===== src/hw/osd_pkg.sv =====
// shared OSD types and constants; OSD runs at half clk, only 5 host commands decoded, no memory access
package osd_pkg;

  // --------------------------------------------------
  // widths that carry a meaning
  // --------------------------------------------------

  // one word from the host port
  typedef logic [15:0] host_word_t;

  // data word index within a command, saturating
  typedef logic [2:0] dat_cnt_t;

  // character buffer address and contents
  typedef logic [10:0] buf_addr_t;
  typedef logic [7:0] buf_byte_t;

  // beam counters, horizontal in clk units
  typedef logic [10:0] hbeam_t;
  typedef logic [8:0] vbeam_t;

  // video config, top to bottom: blver, ar, dither, hr_filter, lr_filter, scanline
  typedef logic [11:0] video_cfg_t;

  // --------------------------------------------------
  // host command codes, bits 7..2 of a command word
  // --------------------------------------------------

  // codes not listed here select nothing
  typedef enum logic [5:0] {
    CMD_RESET_CTRL = 6'b0_000_10,
    CMD_OSD_CTRL   = 6'b0_010_10,
    CMD_VIDEO_CFG  = 6'b0_011_01,
    CMD_OSD_BUFFER = 6'b0_000_11,
    CMD_VERSION    = 6'b1_000_10
  } cmd_code_t;

  // host word sequencing
  typedef enum logic [1:0] {
    ST_IDLE,
    ST_CMD,
    ST_DATA
  } host_state_t;

  // --------------------------------------------------
  // constants
  // --------------------------------------------------

  localparam int WAIT_CYCLES = 5;
  localparam dat_cnt_t DAT_CNT_MAX = 3'd4;
  // word 3 of a buffer write carries the line number
  localparam dat_cnt_t BUF_LINE_WORD = 3'd3;

  // OSD window, horizontal in half-clock units
  localparam logic [9:0] OSD_H_START = 10'd448;
  localparam logic [9:0] OSD_H_WIDTH = 10'd256;
  localparam vbeam_t OSD_V_START = 9'd128;
  localparam vbeam_t OSD_V_HEIGHT = 9'd64;

  // beta flag, major, minor, minion
  localparam buf_byte_t VERSION_BYTES [0:3] = '{8'h01, 8'h03, 8'h05, 8'h02};

endpackage


===== src/hw/osd_pixel_gen.sv =====
// OSD overlay at half clk; outputs lag the beam counters by 2 cycles, enable takes effect at sof
`timescale 1ns/1ps

module osd_pixel_gen (
  input  logic               clk,
  input  logic               reset,
  input  logic               sof,
  input  osd_pkg::hbeam_t    hbeam,
  input  osd_pkg::vbeam_t    vbeam,
  input  logic               osd_enable,
  output osd_pkg::buf_addr_t rd_addr,
  input  osd_pkg::buf_byte_t rd_data,
  output logic               osd_blank,
  output logic               osd_pixel
);

  logic [9:0] hpos;
  logic [9:0] hoff;
  osd_pkg::vbeam_t voff;
  logic hwin;
  logic vwin;
  logic osd_en_q;
  logic win_q;
  logic [2:0] bit_q;

  // --------------------------------------------------
  // window decode
  // --------------------------------------------------

  // one OSD pixel per two clk cycles
  assign hpos = hbeam[10:1];
  assign hoff = hpos - osd_pkg::OSD_H_START;
  assign voff = vbeam - osd_pkg::OSD_V_START;

  assign hwin = (hpos >= osd_pkg::OSD_H_START)
                && (hpos < osd_pkg::OSD_H_START + osd_pkg::OSD_H_WIDTH);
  assign vwin = (vbeam >= osd_pkg::OSD_V_START)
                && (vbeam < osd_pkg::OSD_V_START + osd_pkg::OSD_V_HEIGHT);

  // character row of 8 lines, 256 columns per row
  assign rd_addr = {voff[5:3], hoff[7:0]};

  // enable changes only between frames
  always_ff @(posedge clk) begin
    if (reset) begin
      osd_en_q <= 1'b0;
    end else if (sof) begin
      osd_en_q <= osd_enable;
    end
  end

  // stage 1 runs alongside the buffer read, stage 2 picks the bit
  always_ff @(posedge clk) begin
    if (reset) begin
      win_q <= 1'b0;
      osd_blank <= 1'b0;
      osd_pixel <= 1'b0;
    end else begin
      win_q <= hwin && vwin && osd_en_q;
      osd_blank <= win_q;
      osd_pixel <= win_q && rd_data[bit_q];
    end
  end

  // bit within the character byte is the line inside the row
  always_ff @(posedge clk) begin
    bit_q <= voff[2:0];
  end

endmodule


===== config.mk =====
export PLATFORM = sky130hd
export DESIGN_NAME = osd_pixel_gen
export DESIGN_NICKNAME = d
export VERILOG_FILES = /design/src/hw/osd_pkg.sv /design/src/hw/osd_pixel_gen.sv
export SDC_FILE = /design/constraint.sdc
export NUM_CORES = 1
export LEC_CHECK = 0
export ABC_AREA = 1
export BUFFER_PORTS_ARGS = -buffer_cell sky130_fd_sc_hd__clkbuf_2
export CAP_MARGIN = 5
export CORE_AREA = 5 5 42 44
export CTS_CLUSTER_SIZE = 30
export DETAILED_ROUTE_END_ITERATION = 10
export DIE_AREA = 0 0 47 49
export PLACE_DENSITY = 0.72
export SETUP_SLACK_MARGIN = 0.02
export SLEW_MARGIN = 10
export SYNTH_ARGS = -nofsm -noshare
export SYNTH_HDL_FRONTEND = slang
export SYNTH_SLANG_ARGS = --single-unit

===== constraint.sdc =====
create_clock -name clk -period 2 [get_ports clk]
set_input_delay 0.2 -clock clk [delete_from_list [all_inputs] [get_ports clk]]
set_output_delay 0.2 -clock clk [all_outputs]
set_load 0.01 [all_outputs]

### Yosys cells after proc, flatten, opt, wreduce, memory -nomap -nowiden

Index checks and enable logic that the tools add are counted.
W data, S select, Z words.

* register bits after elaboration: 7
* latch bits: 0
* output and inout port bits: 13
* word-level logic and storage cells: 19
* memory bits (read-only): 0
* input port bits: 32
* memories: 0
* RAM bits: 0

* reductions and logical operators: 5
* $mul: 0
* $add $sub $neg: 2
* order comparisons: 5
* bitwise logic cells: 0
* shift-type cells: 0
* equality and inequality tests: 0
* multiplexer cells: 2
* divide/modulo/power cells: 0

Operator list (number)
* $ge A10 B9 Y1 const B: 1
* $lt A10 B10 Y1 const B: 1
* $ge A9 B8 Y1 const B: 1
* $lt A9 B8 Y1 const B: 1
* $sub A8 B8 Y8 const B: 1
* $sub A6 B1 Y6 const B: 1
* $logic_and A1 B1 Y1: 5
* $lt A3 B4 Y1 const B: 1
* $bmux W1 S3: 1
* $mux W1: 1

### Longest topological paths before layout

* word-level depth: 4
* depth in mapped cells: 6

### Least setup slack after synthesis

Ideal clock, no wire load.

* path kind: register to register
* start point: reg bit_q[0]
* end point: reg osd_pixel
* path slack: 1.228 ns
* cell stages (with the launch flop): 6
* arrival: 0.659 ns
* clock period less this slack: 0.772 ns
* cells stage by stage: dfxtp_1 -> nand2_1 -> nand3_1 -> nand2_1 -> nor2_1 -> nor2_1

* longest elaborated chain between the ends: 3

RTL lines
* start: declaration: RTL line osd_pixel_gen.sv:24 `logic [2:0] bit_q;`
* start signal: assignment: RTL line osd_pixel_gen.sv:67 `bit_q <= voff[2:0];`
* $bmux W1 S3: RTL line osd_pixel_gen.sv:61 `osd_pixel <= win_q && rd_data[bit_q];`
* $mux W1 (not written as such): RTL line osd_pixel_gen.sv:61
* $logic_and A1 B1 Y1: RTL line osd_pixel_gen.sv:61
* end signal: assignment: RTL line osd_pixel_gen.sv:61
* end: declaration: RTL line osd_pixel_gen.sv:14 `output logic osd_pixel`

No other way between the ends. The select of a mux whose other input is x is not followed.
A chain may end at the register's enable or synchronous reset.

### Final worst setup path

* start point: in hbeam[7]
* end point: out rd_addr[7]

* longest elaborated chain between the ends: 1

RTL lines
* start: declaration: RTL line osd_pixel_gen.sv:8 `input osd_pkg::hbeam_t hbeam,`
* $sub A8 B8 Y8: RTL line osd_pixel_gen.sv:32 `assign hoff = hpos - osd_pkg::OSD_H_START;`
* end: declaration: RTL line osd_pixel_gen.sv:11 `output osd_pkg::buf_addr_t rd_addr,`

No other way between the ends.

==> parameters.txt <==
Parameter                              Value

Worst setup path
  Ordered list of cells on the worst path    clkbuf_2 > ha_1 > clkbuf_2
  Data required time at the worst endpoint    around 1800 ps
  Depth of the critical timing path with buffers and inverters included    3
  Crit end category    output pin
  CP delay by family, top    adder cells
  Cell occurring most often along the worst timing path    sky130_fd_sc_hd__clkbuf_2
  Reg2Reg Capture Point    osd_pixel
  Cell depth of the worst flop-to-flop path    5
  First element of the critical path    hbeam[7]
  Largest fanout of any net on the critical path    2
  Cell with the largest stage delay on the worst path    sky130_fd_sc_hd__ha_1
  Arrival time worst endpoint    ~690 ps
  Startpoint of the worst register-to-register path    bit_q[0]
  Worst Setup Path Type    input pin to output pin
  Type of origin of the critical path    input pin
  Worst stage delay on the critical path    approximately 280 ps
  Buffers & Inverters on Critical Path    2
  Register-to-register setup slack    1130 ps
  Worst setup endpoint    rd_addr[7]

Die
  Total die area    2300 um2
  X dimension of the die    ~47 um
  Die height    between 40 and 50 um
  Row Count    14
  Core Area    1400 um2
  Effective utilization at floorplan    between 20% and 30%
  Number of primary I/O pins    45

Min path
  Min-Delay Startpoint    vbeam[0]
  Worst hold path class    input pin to register
  Worst hold path depth    1

Timing
  Time the final worst path needs with I/O delays and setup    890 ps
  Largest clock skew in the final design    between 1 and 1.5 ps
  Final number of hold-violating endpoints    0
  Final setup TNS    0 ps
  Transition time at the pin with the least slew margin    between 150 and 200 ps
  Headroom to the max-slew limit    roughly 87%
  Fraction of the cycle the final worst path needs    between 40% and 50%
  Worst hold slack    approximately 57 ps
  RSZ-0062 raised after global routing    no
  Max-slew violation total from the final report    0
  Total of endpoints with negative setup slack in the final report    0
  FMAX    about 1100 MHz

Clocking
  Post_cts resized    0
  Clock buffer depth    2
  Clock tree from TritonCTS    done
  Level count of the clock H-tree    1
  Inserted Clock Buffers    3
  Setup fix buffers added after clock tree synthesis    0
  Clk_lat worst skew    240 ps
  Cts hold-fix bufs    0
  Total clock sinks    7
  Post-CTS clock slew at the launch and capture registers of the worst setup and hold paths    roughly 50 ps
  Clock tree root driver cell    sky130_fd_sc_hd__clkbuf_4

Global route
  Number of antenna violations at the first check in global routing    0
  Global-route wire length before repair    about 1.2 mm
  Maximum number of pins on one net before global-route repair    6
  GR Util All Layers    under 10%
  Overall overflow remaining after global route    0
  Vias in the first global route    311

Power
  Total power    0.000316 W
  Switching Fraction    22.3%
  Total power density per cell area    642 nW/um2
  IR Drop Worst-Case VDD    0.000317 V
  Internal power consumption    0.000246 W
  Combinational share of power    about 15%
  Portion of total power attributed to the clock network    38.8%
  Leakage power    roughly 0.31 nW
  Power share of the sequential group    46.6%
  Switching Power    between 0.00007 and 0.00008 W

Routing
  Antenna Violating Nets Remaining    0
  Vias/cell    3.82
  DRC errors left    0
  Total iterations of the first detailed-routing run    2
  Per-cell routed wire length    8.20 um
  DRT iter0 DRCs    3
  Total detailed-routing wirelength    just under 800 um
  Vias    359

Layout
  Final #Nets    ~110
  Fin util    about a third
  Share of layout cells above drive strength 1    about 37%
  Antenna Diode Count    0
  Synth-to-layout area growth    26.7%

Synth
  Number of library cell types mapped by synthesis    12
  Post-synthesis sequential area ratio    ~36%
  Number of flops mapped to enable cells by yosys    0
  Leading area contributor after synthesis    sky130_fd_sc_hd__dfxtp_1
  Cell with the most instances after synthesis    sky130_fd_sc_hd__inv_1
  Top area cells in the synthesized netlist    sky130_fd_sc_hd__dfxtp_1 36%, sky130_fd_sc_hd__buf_4 17%, sky130_fd_sc_hd__inv_1 13%, sky130_fd_sc_hd__nand2_1 11%, sky130_fd_sc_hd__nand3_1 6.4%
  Synthesized netlist cell count    58
  Synthesized netlist net count    around 90
  Avg Synthesized Cell Area    around 6.7 um2
  Post-synthesis instance area    about 400 um2
  FFs w/ async S/R, synth    0%
  Number of warnings reported in the yosys synthesis log    0
  Leading post-synthesis cells by instance count    13 x sky130_fd_sc_hd__inv_1, 11 x sky130_fd_sc_hd__nand2_1, 9 x sky130_fd_sc_hd__buf_4, 7 x sky130_fd_sc_hd__dfxtp_1, 6 x sky130_fd_sc_hd__nor2_1
  Commonest register cell after synthesis    sky130_fd_sc_hd__dfxtp_1
  Flip-flop and latch count after synthesis    7
  Portion of synthesized cell area occupied by the leading cell type    between 30% and 40%

Run status
  Status    completed

Placed design
  Placed wire-length estimate    slightly below 700 um
  Weighted congestion at the end of routability-driven global placement    slightly above 0.7
  Port bufs    25

Flow run
  Max capacitance violation total    0
worst reg2reg max path, stage by stage (launching register included):
cell and delay (ps):
sky130_fd_sc_hd__dfxtp_1 420, sky130_fd_sc_hd__nand2_1 80, sky130_fd_sc_hd__nand3_1 80, sky130_fd_sc_hd__nand2_1 50
sky130_fd_sc_hd__nor2_1 90, sky130_fd_sc_hd__nor2_1 50
placed cells by master, fill, tap and decap left out, types with 2 or more instances in the layout:
master and instances:
sky130_fd_sc_hd__dfxtp_1 7, sky130_fd_sc_hd__clkbuf_4 3, sky130_fd_sc_hd__nand2_1 11, sky130_fd_sc_hd__o21ai_0 2, sky130_fd_sc_hd__inv_1 13, sky130_fd_sc_hd__clkbuf_2 25
sky130_fd_sc_hd__nand3_1 5, sky130_fd_sc_hd__nor2_1 6
layer usage:
layer	up-vias	global-route usage (%)	share of wire, %
met5	-	0	0
met4	0	4.61	0.91
met3	2	5.90	19
met2	20	9.05	40
met1	135	7.96	40
li1	202	-	-
registers in the layout, indices dropped and copies added, names as in the netlist:
register,flops
bit_q,3
osd_blank,1
osd_en_q,1
osd_pixel,1
win_q,1
logic make-up after synthesis:
family / share of synthesized area [%]
flops: 36.0
simple gates: 26.0
fa+ha+maj: 3.21
compound gates: 3.86
buf+inv: 30.9
power groups by stage:
stage	combinational (W)	clock, W	sequential [W]
detailed placement	0.0000467	0	0.000150
finish	0.0000461	0.000123	0.000147
global placement	0.0000456	0	0.000150
floorplan	0.0000398	0	0.000150
global route	0.0000537	0.000141	0.000148
CTS	0.0000469	0.000129	0.000147
stage by stage:
stage,setup slack (ps),area [um2],cells
6_report,1110,493,94
5_1_grt,992,493,94
4_1_cts,1100,493,94
3_5_place_dp,1100,467,90
3_3_place_gp,1110,467,90
2_1_floorplan,1230,389,58
worst min-delay path by stage:
stage / end / slack, ps
floorplan: bit_q[0] / 230
global placement: bit_q[0] / 300
detailed placement: bit_q[0] / 300
CTS: bit_q[0] / 50
global route: bit_q[0] / 40
finish: bit_q[0] / 60
cell type report:
type | count | area, um2
sequential | 7 | 140
tap | 16 | 20.0
clock buffer | 4 | 26.3
timing repair buffer | 25 | 125
inverter | 14 | 52.6
multi-input combinational | 28 | 129
fill | 163 | 908
(Power assumes the default switching activity.)
