## src/hw/osd_pkg.sv

```systemverilog
// shared OSD types and constants; OSD runs at half clk, only 5 host commands decoded, no memory access
package osd_pkg;

  // --------------------------------------------------
  // widths that carry a meaning
  // --------------------------------------------------

  // one word from the host port
  typedef logic [15:0] host_word_t;

  // data word index within a command, saturating
  typedef logic [2:0] dat_cnt_t;

  // character buffer address and contents
  typedef logic [10:0] buf_addr_t;
  typedef logic [7:0] buf_byte_t;

  // beam counters, horizontal in clk units
  typedef logic [10:0] hbeam_t;
  typedef logic [8:0] vbeam_t;

  // video config, top to bottom: blver, ar, dither, hr_filter, lr_filter, scanline
  typedef logic [11:0] video_cfg_t;

  // --------------------------------------------------
  // host command codes, bits 7..2 of a command word
  // --------------------------------------------------

  // codes not listed here select nothing
  typedef enum logic [5:0] {
    CMD_RESET_CTRL = 6'b0_000_10,
    CMD_OSD_CTRL   = 6'b0_010_10,
    CMD_VIDEO_CFG  = 6'b0_011_01,
    CMD_OSD_BUFFER = 6'b0_000_11,
    CMD_VERSION    = 6'b1_000_10
  } cmd_code_t;

  // host word sequencing
  typedef enum logic [1:0] {
    ST_IDLE,
    ST_CMD,
    ST_DATA
  } host_state_t;

  // --------------------------------------------------
  // constants
  // --------------------------------------------------

  localparam int WAIT_CYCLES = 5;
  localparam dat_cnt_t DAT_CNT_MAX = 3'd4;
  // word 3 of a buffer write carries the line number
  localparam dat_cnt_t BUF_LINE_WORD = 3'd3;

  // OSD window, horizontal in half-clock units
  localparam logic [9:0] OSD_H_START = 10'd448;
  localparam logic [9:0] OSD_H_WIDTH = 10'd256;
  localparam vbeam_t OSD_V_START = 9'd128;
  localparam vbeam_t OSD_V_HEIGHT = 9'd64;

  // beta flag, major, minor, minion
  localparam buf_byte_t VERSION_BYTES [0:3] = '{8'h01, 8'h03, 8'h05, 8'h02};

endpackage

```

## src/hw/osd_cmd_if.sv

```systemverilog
// one received host word with its command context; rx is a single-cycle pulse per word
`timescale 1ns/1ps

interface osd_cmd_if;

  // word strobe and command/data flag
  logic rx;
  logic is_cmd;
  // word contents, valid while rx is high
  osd_pkg::host_word_t word;
  // command latched from the last command word
  osd_pkg::cmd_code_t cmd;
  // index of this data word within the command
  osd_pkg::dat_cnt_t dat_cnt;

  // host FSM side
  modport driver (
    output rx,
    output is_cmd,
    output word,
    output cmd,
    output dat_cnt
  );

  // register and buffer side
  modport receiver (
    input rx,
    input is_cmd,
    input word,
    input cmd,
    input dat_cnt
  );

endinterface

```

## src/hw/osd_host_fsm.sv

```systemverilog
// host word sequencer; the host must not strobe while io_wait is high, no back-pressure beyond that
`timescale 1ns/1ps

module osd_host_fsm (
  input  logic                clk,
  input  logic                reset,
  input  logic                io_ena,
  input  logic                io_strobe,
  input  osd_pkg::host_word_t io_din,
  output logic                io_wait,
  output osd_pkg::host_word_t io_dout,
  input  osd_pkg::buf_byte_t  rd_byte,
  osd_cmd_if.driver           cmd_bus
);

  osd_pkg::host_state_t state;
  logic [2:0] wait_timer;
  logic wait_q;
  logic rx_pending;
  logic rx_q;
  logic is_cmd_q;
  osd_pkg::host_word_t word_q;
  osd_pkg::buf_byte_t dout_q;
  osd_pkg::cmd_code_t cmd_q;
  osd_pkg::dat_cnt_t dat_cnt_q;

  // --------------------------------------------------
  // transaction state, cleared whenever io_ena drops
  // --------------------------------------------------
  always_ff @(posedge clk) begin
    if (reset || !io_ena) begin
      state <= osd_pkg::ST_IDLE;
      wait_q <= 1'b0;
      wait_timer <= '0;
      rx_pending <= 1'b0;
      rx_q <= 1'b0;
      is_cmd_q <= 1'b0;
      dout_q <= '0;
    end else begin
      // strobe -> pending -> rx, so rx lands two cycles after the strobe
      rx_q <= rx_pending;
      if (io_strobe) begin
        // first word of a transaction is the command
        state <= (state == osd_pkg::ST_IDLE) ? osd_pkg::ST_CMD : osd_pkg::ST_DATA;
        is_cmd_q <= (state == osd_pkg::ST_IDLE);
        rx_pending <= 1'b1;
        wait_q <= 1'b1;
        wait_timer <= 3'(osd_pkg::WAIT_CYCLES - 1);
      end else begin
        rx_pending <= 1'b0;
        if (wait_timer != 3'd0) begin
          wait_timer <= wait_timer - 3'd1;
        end else begin
          wait_q <= 1'b0;
        end
      end
      // read byte for this word, held until the next one
      if (rx_q) begin
        dout_q <= rd_byte;
      end
    end
  end

  // word payload
  always_ff @(posedge clk) begin
    if (io_ena && io_strobe) begin
      word_q <= io_din;
    end
  end

  // command code and data word count survive an enable drop
  always_ff @(posedge clk) begin
    if (reset) begin
      cmd_q <= osd_pkg::cmd_code_t'(6'd0);
      dat_cnt_q <= '0;
    end else if (rx_q) begin
      if (is_cmd_q) begin
        cmd_q <= osd_pkg::cmd_code_t'(word_q[7:2]);
        dat_cnt_q <= '0;
      end else if (dat_cnt_q != osd_pkg::DAT_CNT_MAX) begin
        dat_cnt_q <= dat_cnt_q + 3'd1;
      end
    end
  end

  assign io_wait = wait_q && io_ena;
  assign io_dout = io_ena ? {8'h00, dout_q} : '0;

  assign cmd_bus.rx = rx_q;
  assign cmd_bus.is_cmd = is_cmd_q;
  assign cmd_bus.word = word_q;
  assign cmd_bus.cmd = cmd_q;
  assign cmd_bus.dat_cnt = dat_cnt_q;

  // host protocol, strobe only while wait is low
  a_no_strobe_in_wait: assert property (@(posedge clk) disable iff (reset)
    io_ena && io_strobe |-> !wait_q);

  // words are at least WAIT_CYCLES apart, so rx never doubles up
  a_rx_single: assert property (@(posedge clk) disable iff (reset)
    rx_q |=> !rx_q);

endmodule

```

## src/flat_wrapper.sv

```systemverilog
// flat-port wrapper written by rule: the top's interface ports become plain ports
module osd_host_fsm_flat 
  (clk, reset, io_ena, io_strobe, io_din, io_wait, io_dout, rd_byte, cmd_bus_rx, cmd_bus_is_cmd, cmd_bus_word, cmd_bus_cmd, cmd_bus_dat_cnt);
  osd_cmd_if cmd_bus_i ();
  input  logic clk;
  input  logic reset;
  input  logic io_ena;
  input  logic io_strobe;
  input  osd_pkg::host_word_t io_din;
  output logic io_wait;
  output osd_pkg::host_word_t io_dout;
  input  osd_pkg::buf_byte_t rd_byte;
  output wire logic [$bits(cmd_bus_i.rx)-1:0] cmd_bus_rx;
  output wire logic [$bits(cmd_bus_i.is_cmd)-1:0] cmd_bus_is_cmd;
  output wire logic [$bits(cmd_bus_i.word)-1:0] cmd_bus_word;
  output wire logic [$bits(cmd_bus_i.cmd)-1:0] cmd_bus_cmd;
  output wire logic [$bits(cmd_bus_i.dat_cnt)-1:0] cmd_bus_dat_cnt;
  assign cmd_bus_rx = cmd_bus_i.rx;
  assign cmd_bus_is_cmd = cmd_bus_i.is_cmd;
  assign cmd_bus_word = cmd_bus_i.word;
  assign cmd_bus_cmd = cmd_bus_i.cmd;
  assign cmd_bus_dat_cnt = cmd_bus_i.dat_cnt;
  osd_host_fsm u_core (.clk(clk), .reset(reset), .io_ena(io_ena), .io_strobe(io_strobe), .io_din(io_din), .io_wait(io_wait), .io_dout(io_dout), .rd_byte(rd_byte), .cmd_bus(cmd_bus_i));
endmodule
```

## config.mk

```make
export PLATFORM = sky130hd
export DESIGN_NAME = osd_host_fsm_flat
export DESIGN_NICKNAME = d
export VERILOG_FILES = /design/src/hw/osd_pkg.sv /design/src/hw/osd_cmd_if.sv /design/src/hw/osd_host_fsm.sv /design/src/flat_wrapper.sv
export SDC_FILE = /design/constraint.sdc
export NUM_CORES = 1
export LEC_CHECK = 0
export BUFFER_PORTS_ARGS = -buffer_cell sky130_fd_sc_hd__buf_4
export CORE_MARGIN = 5
export CORE_UTILIZATION = 42
export CTS_CLUSTER_SIZE = 40
export DETAILED_ROUTE_END_ITERATION = 12
export GPL_TIMING_DRIVEN = 0
export PLACE_DENSITY = 0.75
export SKIP_LAST_GASP = 1
export SYNTH_ARGS = -nofsm -noshare
export SYNTH_HDL_FRONTEND = slang
export SYNTH_SLANG_ARGS = --single-unit
```

## constraint.sdc

```tcl
create_clock -name clk -period 1.2 [get_ports clk]
set_input_delay 0.18 -clock clk [delete_from_list [all_inputs] [get_ports clk]]
set_output_delay 0.18 -clock clk [all_outputs]
set_load 0.02 [all_outputs]
```

-- After elaboration in Yosys (flattened, before gate mapping)
Index checks and enable logic that the tools add are counted.
- input bits: 28
- output and inout port bits: 44
- word-level logic and storage cells: 35
- bits in registers: 42
- add/subtract/negate cells: 2
- reduce and logical (&&, ||, !) cells: 11
- equality and inequality tests: 2
- muxes and demuxes: 9
- operators with widths (cell ; number):
    two-way mux 3 bit ; 4
    two-way mux 8 bit ; 1
    AND reduction 2 bit ; 2
    nonzero test 2 bit ; 2
    adder 3 x 1 -> 3 bit, second input constant ; 1
    two-way mux 1 bit ; 3
    inequality test 3 bit, second input constant ; 1
    nonzero test 3 bit ; 1
    subtractor 3 x 1 -> 3 bit, second input constant ; 1
    logical AND 1 bit ; 2
    zero test 2 bit ; 1
    two-way mux 2 bit ; 1
    inequality test 2 bit, second input constant ; 1
    OR reduction 2 bit ; 1
    zero test 1 bit ; 1
    logical OR 1 bit ; 1

-- Depth between registers and ports, before layout
Gate-level depths: netlist of run 1.
- depth in word-level cells: 3
- depth in mapped cells: 6

-- Worst setup path before layout of run 1
OpenSTA, ideal clock, no wires.
- kind: register to register
- start: register u_core.dat_cnt_q[0] (netlist: u_core.cmd_bus.dat_cnt[0])
- end: register u_core.dat_cnt_q[1] (netlist: u_core.cmd_bus.dat_cnt[1])
- clock period less this slack: 1.229 ns
- cell stages (with the launch flop): 6
- path buffers: 0
- data required time: 1.126 ns
- library setup time: 0.074 ns
- data arrival time: 1.155 ns
- path slack: -0.029 ns
- path through: dfxtp_1 inv_1 ha_1 nand2_2 or3_1 a31oi_1
- longest elaborated chain between the ends: 3
- ends and longest elaborated chain (what ; line ; text):
    start, declared ; osd_host_fsm.sv:25 ; osd_pkg::dat_cnt_t dat_cnt_q;
    start signal, assigned ; osd_host_fsm.sv:81 ; dat_cnt_q <= dat_cnt_q + 3'd1;
    adder 3 x 1 -> 3 bit / inequality test 3 bit (equally long branches) ; osd_host_fsm.sv:81, osd_host_fsm.sv:80 ;
    two-way mux 3 bit / nonzero test 2 bit (equally long branches) ; n/a ;
    two-way mux 3 bit / AND reduction 2 bit (equally long branches) ; n/a ;
Parallel ways exist; a longest one is shown, timed or not. The select of a mux whose other input is x is not followed.
A chain may end at the register's enable or synchronous reset.

-- Final worst setup path of run 1
- start: register u_core.dat_cnt_q[1] (netlist: u_core.cmd_bus.dat_cnt[1])
- end: register u_core.dat_cnt_q[0] (netlist: u_core.cmd_bus.dat_cnt[0])
- longest elaborated chain between the ends: 3
- ends and longest elaborated chain (what ; line ; text):
    inequality test 3 bit ; osd_host_fsm.sv:80 ; end else if (dat_cnt_q != osd_pkg::DAT_CNT_MAX) begin
    nonzero test 2 bit (no source line) ; n/a ;
    AND reduction 2 bit (no source line) ; n/a ;
Every way passes these cells.

==> results.cfg, run 1 <==
[timing]
total_setup_violations_reported_at_the_end_of_the_flow = 1
grt_setup_unrepaired = true
final_max_slew_viol_count = 0
skew_ns = 0.00962
post-route-worst-setup-slack_ns = -0.0148
period_share = 1.01
number_of_hold_violations_in_the_final_report = 0
period_needed_ns = 1.21
max_clock_freq_mhz = 823
finalSetupTns_ns = -0.0148

[clocking]
clock_tree_from_tritoncts = done
post_cts_hold_buffer_count = 0
max-clock-path-buffers = 2
cts_num_sinks = 41
cts_root_buf = sky130_fd_sc_hd__clkbuf_8
numCtsBuffers = 5
cts.htree.levels = 2
clk_latency_ns = 0.29
cts.clk_slew.worst_paths_ns = 0.08

[floorplan]
floorplan.initialDensity = 0.441
area_of_the_placeable_core_um2 = 3720
pin_count = 72
placementRows = 22
floorplan.die.height_um = 72.4
die-area_um2 = 5250
die_extent_in_x_um = 72.4

[min_path]
holdCritPathClass = input pin to register
worst_hold_path_cells = 1
hold_crit_start = io_din[8]
worstHoldEndpoint = u_core.cmd_bus.word[8]$_DFFE_PP_

[synthesis]
post_synth.cell_area_avg_um2 = 11.2
synth_top_area_share = 0.306
post-synth-top-area-cell = sky130_fd_sc_hd__dfxtp_1
synthesis.area_um2 = 1640
synth.ff_latch_count = 41
yosys_warnings = 0
synth_seq_area_share = 0.599
synth_cells = 146
synth_area_leaders = sky130_fd_sc_hd__dfxtp_1 31%, sky130_fd_sc_hd__edfxtp_1 29%, sky130_fd_sc_hd__mux2i_1 5.5%
synth_cell_types = 27

[drt]
drt_pre_antenna_iters = 4
wl_um = 3630
drt.antenna.violating_nets = 0
dr_total_vias = 1234
avgViaCountPerCell = 4.50
routed_wire_length_per_instance_um = 13.2
drc = 0
drt_iter0_drc = 49

[setup_path]
arrival_ns = 1.42
crit_path_cell_trace = inv_4, ha_4, nand2_4, or3_1, a31oi_1
worstSetupStartpointType = register
reg2regPathDepth = 5
worst_path_largest_cell_delay_ns = 0.37
critical_path.endpoint_type = register
worst_ep_required_time_ns = 1.41
critPathMaxFanout = 4
critical_path_class = register to register
regToRegEndpoint = u_core.cmd_bus.dat_cnt[0]$_SDFFE_PP0P_
worstReg2RegStart = u_core.cmd_bus.dat_cnt[1]$_SDFFE_PP0P_
critical_path.startpoint = u_core.cmd_bus.dat_cnt[1]$_SDFFE_PP0P_
worst_path_dominant_cell_family = simple AND/OR/NAND/NOR gates
crit_buf_inv = 1
ff2ff_setup_slack_ns = -0.01
critical_path.slowest_cell = sky130_fd_sc_hd__dfxtp_4

[layout]
final_layout_size_suffix_gt1_frac = 0.429
fin_area_um2 = 2350
diodes = 0
final_util = 0.632
finalNetCount = 258
post_layout_nonfiller_instances = 274
synthToLayoutAreaGrowth_pct = 43.3

[run_status]
violations_in_the_final_reports = negative setup slack
run_status = finished, violations left

[placement]
hpwlAfterDp_um = 2660
globalplace.congestion = 0.733
numPortBuffers = 62
detailed_place.area_um2 = 2190
place.detailed.instances = 263

[global_route]
grt_pass1_vias = 1195
grt_util_all_layers = 0.139
grt_max_degree = 17
grt_pass1_wl_um = 5590
global_route.overflow_total = 0
grt_antenna_before_repair = 0

[power]
power.density_cell_area_nw_per_um2 = 1160
power_mw = 2.73
power_leakage_nw = 1.00
vdd.ir_drop.worst_mv = 0.978

[run]
timing.max_cap.violations = 0
==> cells in the mapped netlist <==
library cell	count
sky130_fd_sc_hd__a211oi_1	1
sky130_fd_sc_hd__a21oi_1	12
sky130_fd_sc_hd__a31oi_1	2
sky130_fd_sc_hd__and2_1	10
sky130_fd_sc_hd__buf_2	2
sky130_fd_sc_hd__buf_4	9
sky130_fd_sc_hd__buf_6	3
sky130_fd_sc_hd__clkbuf_1	1
sky130_fd_sc_hd__conb_1	1
sky130_fd_sc_hd__dfxtp_1	25
sky130_fd_sc_hd__edfxtp_1	16
sky130_fd_sc_hd__ha_1	5
sky130_fd_sc_hd__inv_1	8
sky130_fd_sc_hd__mux2i_1	9
sky130_fd_sc_hd__nand2_1	8
sky130_fd_sc_hd__nand2_2	1
sky130_fd_sc_hd__nand2b_1	2
sky130_fd_sc_hd__nand2b_4	1
sky130_fd_sc_hd__nand3_1	7
sky130_fd_sc_hd__nand4b_1	1
sky130_fd_sc_hd__nor2_1	14
sky130_fd_sc_hd__nor3_1	2
sky130_fd_sc_hd__nor3b_1	1
sky130_fd_sc_hd__o21bai_1	1
sky130_fd_sc_hd__or2b_1	1
sky130_fd_sc_hd__or3_1	2
sky130_fd_sc_hd__xor2_1	1
==> logic make-up (layout without fill, tap and decap cells) <==
kind of cell	count (synthesis)	after routing	synth area share
other	1	8	0.00229
flip-flops	41	41	0.599
adder cells (fa/ha/maj)	5	5	0.0382
AND/OR/NAND/NOR	50	50	0.158
XOR/XNOR	1	1	0.00535
AO/OA/AOI/OAI	16	16	0.0535
multiplexers	9	9	0.0550
buffers and inverters	23	96	0.0886
==> state kept, by name, indices dropped and copies added, names as in the netlist, 2 cells and up <==
signal                  flops
u_core.dout_q               8
u_core.cmd_bus.cmd          6
u_core.wait_timer           3
u_core.cmd_bus.word        16
u_core.state                2
u_core.cmd_bus.dat_cnt      3
==> power by group <==
group / internal, mW / switching, mW
Combinational: 0.163 / 0.168
Clock: 0.410 / 0.471
Sequential: 1.49 / 0.0223
Total: 2.07 / 0.662
==> layer usage <==
metal	vias to the layer above	GRT usage	wire length [um]
met5	-	0	0
met4	0	0.0553	55
met3	6	0.0582	327
met2	43	0.225	1760
met1	557	0.164	1490
li1	628	-	-
==> worst register-to-register path, delay by kind of cell (launching register included) <==
family                     cells  cell delay (ns)
AOI/OAI and AO/OA              1             0.17
adders and majority gates      1             0.14
buffers and inverters          1             0.06
DFF                            1             0.37
and+or+nand+nor                2             0.41
==> worst max-delay path by stage <==
stage,endpoint,depth (start not counted)
finish,u_core.cmd_bus.dat_cnt[0]$_SDFFE_PP0P_,5
global route,u_core.cmd_bus.dat_cnt[0]$_SDFFE_PP0P_,5
CTS,u_core.cmd_bus.dat_cnt[1]$_SDFFE_PP0P_,5
detailed placement,u_core.cmd_bus.word[0]$_DFFE_PP_,3
global placement,u_core.cmd_bus.word[0]$_DFFE_PP_,3
floorplan,u_core.cmd_bus.dat_cnt[0]$_SDFFE_PP0P_,5
==> what timing repair did <==
action | in CTS | in global routing
setup buffers | 1 | 2
endpoints found under the setup margin | 6 | 7
pin swaps | 2 | 4
gates resized for setup | 3 | 10
==> stage by stage <==
| stage | setup WS [ns] | hold slack [ns] |
|---|---|---|
| final | -0.0148 | 0.0566 |
| after CTS | 0.00523 | 0.0542 |
| after global routing | -0.0797 | 0.0488 |
| after detailed placement | -0.205 | 0.359 |
| after global placement | -0.204 | 0.359 |
| after floorplan | 0.0180 | 0.259 |
==> cells in the final DEF, fill, tap and decap left out, types with 2 or more instances in the layout <==
cell | synthesis | routed
sky130_fd_sc_hd__a21oi_1 | 12 | 12
sky130_fd_sc_hd__a31oi_1 | 2 | 2
sky130_fd_sc_hd__and2_1 | 10 | 9
sky130_fd_sc_hd__buf_2 | 2 | 2
sky130_fd_sc_hd__buf_4 | 9 | 74
sky130_fd_sc_hd__buf_6 | 3 | 3
sky130_fd_sc_hd__clkbuf_1 | 1 | 2
sky130_fd_sc_hd__clkbuf_8 | 0 | 5
sky130_fd_sc_hd__clkinvlp_4 | 0 | 2
sky130_fd_sc_hd__conb_1 | 1 | 8
sky130_fd_sc_hd__dfxtp_1 | 25 | 22
sky130_fd_sc_hd__dfxtp_4 | 0 | 2
sky130_fd_sc_hd__edfxtp_1 | 16 | 16
sky130_fd_sc_hd__ha_1 | 5 | 3
sky130_fd_sc_hd__ha_4 | 0 | 2
sky130_fd_sc_hd__inv_1 | 8 | 6
sky130_fd_sc_hd__inv_4 | 0 | 2
sky130_fd_sc_hd__mux2i_1 | 9 | 9
sky130_fd_sc_hd__nand2_1 | 8 | 8
sky130_fd_sc_hd__nand2b_1 | 2 | 2
sky130_fd_sc_hd__nand3_1 | 7 | 7
sky130_fd_sc_hd__nor2_1 | 14 | 13
sky130_fd_sc_hd__nor3_1 | 2 | 2
sky130_fd_sc_hd__or3_1 | 2 | 2
==> final cells by class <==
| type | instances | area, um2 |
|---|---|---|
| Fill cell | 316 | 1370 |
| Sequential cell | 41 | 990 |
| Multi-Input combinational cell | 89 | 572 |
| Timing Repair Buffer | 65 | 488 |
| Buffer | 15 | 115 |
| Clock buffer | 6 | 72.6 |
| Tap cell | 48 | 60.1 |
| Inverter | 8 | 35.0 |
| Clock inverter | 2 | 15.0 |
Power figures use the tool's default switching activity.
==> run 2, diff against run 1 <==
PLACE_DENSITY = 0.85   (was 0.75)
==> results.cfg, run 2 (same netlist as run 1, synthesis figures left out) <==
[placement]
place.detailed.instances = 263
dpl_worst_slack_ns = -0.208
numPortBuffers = 62
detailed_place.area_um2 = 2190
globalplace.congestion = 0.790
hpwlAfterDp_um = 2660

[timing]
finalSetupTns_ns = -0.0150
number_of_hold_violations_in_the_final_report = 0
timing.hold.ws_ns = 0.0595
period_share = 1.01
max_clock_freq_mhz = 823
period_needed_ns = 1.22
total_setup_violations_reported_at_the_end_of_the_flow = 1
skew_ns = 0.0128
post-route-worst-setup-slack_ns = -0.0150
grt_setup_unrepaired = true
final_max_slew_viol_count = 0

[layout]
final_util = 0.638
post_layout_nonfiller_instances = 277
synthToLayoutAreaGrowth_pct = 44.7
final_common_cell = sky130_fd_sc_hd__buf_4
diodes = 0
fillers = 312
final_layout_size_suffix_gt1_frac = 0.450
finalNetCount = 261
fin_area_um2 = 2370
final_cell_mix = 77 x sky130_fd_sc_hd__buf_4, 21 x sky130_fd_sc_hd__dfxtp_1, 16 x sky130_fd_sc_hd__edfxtp_1, 14 x sky130_fd_sc_hd__nor2_1, 12 x sky130_fd_sc_hd__a21oi_1
largest_reg_flops = 16

[setup_path]
critical_path_class = register to register
reg2regPathDepth = 7
worst_ep_required_time_ns = 1.37
worstReg2RegStart = u_core.wait_timer[0]$_SDFFE_PP0P_
critPathMaxFanout = 2
arrival_ns = 1.38
worstSetupStartpointType = register
critical_path.endpoint_type = register
ff2ff_setup_slack_ns = -0.02
regToRegEndpoint = u_core.wait_timer[2]$_SDFFE_PP0P_

[clocking]
clk_latency_ns = 0.29
cts.htree.levels = 2
max-clock-path-buffers = 2
cts.clk_slew.worst_paths_ns = 0.08
cts_root_buf = sky130_fd_sc_hd__clkbuf_8
numCtsBuffers = 5
cts_num_sinks = 41
clock_tree_from_tritoncts = done
post_cts_hold_buffer_count = 0

[global_route]
grt_pass1_wl_um = 5710
grt_antenna_before_repair = 0
grt_max_degree = 17
grt_util_all_layers = 0.144
grt_pass1_vias = 1215
global_route.overflow_total = 0

[run_status]
run_status = finished, violations left
violations_in_the_final_reports = negative setup slack

[drt]
routed_wire_length_per_instance_um = 13.7
drt_iter0_drc = 90
drt.antenna.violating_nets = 0
dr_total_vias = 1262
drc = 0
wl_um = 3790
avgViaCountPerCell = 4.56
drt_pre_antenna_iters = 4

[floorplan]
pin_count = 72
area_of_the_placeable_core_um2 = 3720
die_extent_in_x_um = 72.4
floorplan.initialDensity = 0.441
placementRows = 22
floorplan.die.height_um = 72.4
die-area_um2 = 5250

[power]
power_leakage_nw = 1.02
power_mw = 2.70
power.density_cell_area_nw_per_um2 = 1140
vdd.ir_drop.worst_mv = 0.954

[min_path]
holdCritPathClass = input pin to register
worstHoldEndpoint = u_core.cmd_bus.word[6]$_DFFE_PP_
hold_crit_start = io_din[6]
worst_hold_path_cells = 1

[run]
timing.max_cap.violations = 0
==> run 2: changes by cell type in the layout (fill, tap and decap cells not counted), moves of 2 or more <==
cell and delta:
sky130_fd_sc_hd__dfxtp_2 +3, sky130_fd_sc_hd__buf_4 +3, sky130_fd_sc_hd__inv_4 -2, sky130_fd_sc_hd__inv_1 -2, sky130_fd_sc_hd__clkinvlp_4 -2, sky130_fd_sc_hd__dfxtp_4 -2, sky130_fd_sc_hd__inv_2 +4
==> run 2: worst max-delay path by stage <==
stage | from | end
2_1_floorplan | u_core.cmd_bus.dat_cnt[0]$_SDFFE_PP0P_ | u_core.cmd_bus.dat_cnt[0]$_SDFFE_PP0P_
3_3_place_gp | io_ena | u_core.cmd_bus.word[1]$_DFFE_PP_
3_5_place_dp | io_ena | u_core.cmd_bus.word[3]$_DFFE_PP_
4_1_cts | u_core.cmd_bus.dat_cnt[1]$_SDFFE_PP0P_ | u_core.cmd_bus.dat_cnt[0]$_SDFFE_PP0P_
5_1_grt | u_core.wait_timer[1]$_SDFFE_PP0P_ | u_core.wait_timer[2]$_SDFFE_PP0P_
6_report | u_core.wait_timer[0]$_SDFFE_PP0P_ | u_core.wait_timer[2]$_SDFFE_PP0P_
==> run 2: final cells by class <==
cell class	instances	area, um2	share of cell area
multi-input combinational	89	587	0.248
inverter	8	30.0	0.0127
clock buffer	7	76.3	0.0322
tap	48	60.1	0.0253
clock inverter	1	5.00	0.00211
timing repair buffer	68	510	0.215
sequential	41	986	0.416
buffer	15	115	0.0486
==> run 2: what timing repair did <==
action,in CTS,in global routing
pin swaps,3,8
gates resized for setup,6,8
endpoints found under the setup margin,6,6
setup buffers,4,2
==> run 2: where the power goes <==
group / internal (mW) / switching [mW]
clock: 0.408 / 0.432
sequential: 1.50 / 0.0222
combinational: 0.167 / 0.173
==> run 2: critical path, cell delays in order, from the launching register on <==
cell,delay (ns)
sky130_fd_sc_hd__dfxtp_2,0.33
sky130_fd_sc_hd__inv_2,0.07
sky130_fd_sc_hd__ha_4,0.15
sky130_fd_sc_hd__buf_4,0.11
sky130_fd_sc_hd__inv_1,0.03
sky130_fd_sc_hd__ha_1,0.17
sky130_fd_sc_hd__mux2i_1,0.15
sky130_fd_sc_hd__a21oi_1,0.08
==> run 2: per-layer routing <==
metal,global-route usage,routed length (um),vias to the layer above
met3,0.0623,247,7
li1,-,-,632
met2,0.254,2080,32
met4,0.0615,74,0
met1,0.149,1390,591
met5,0,0,-
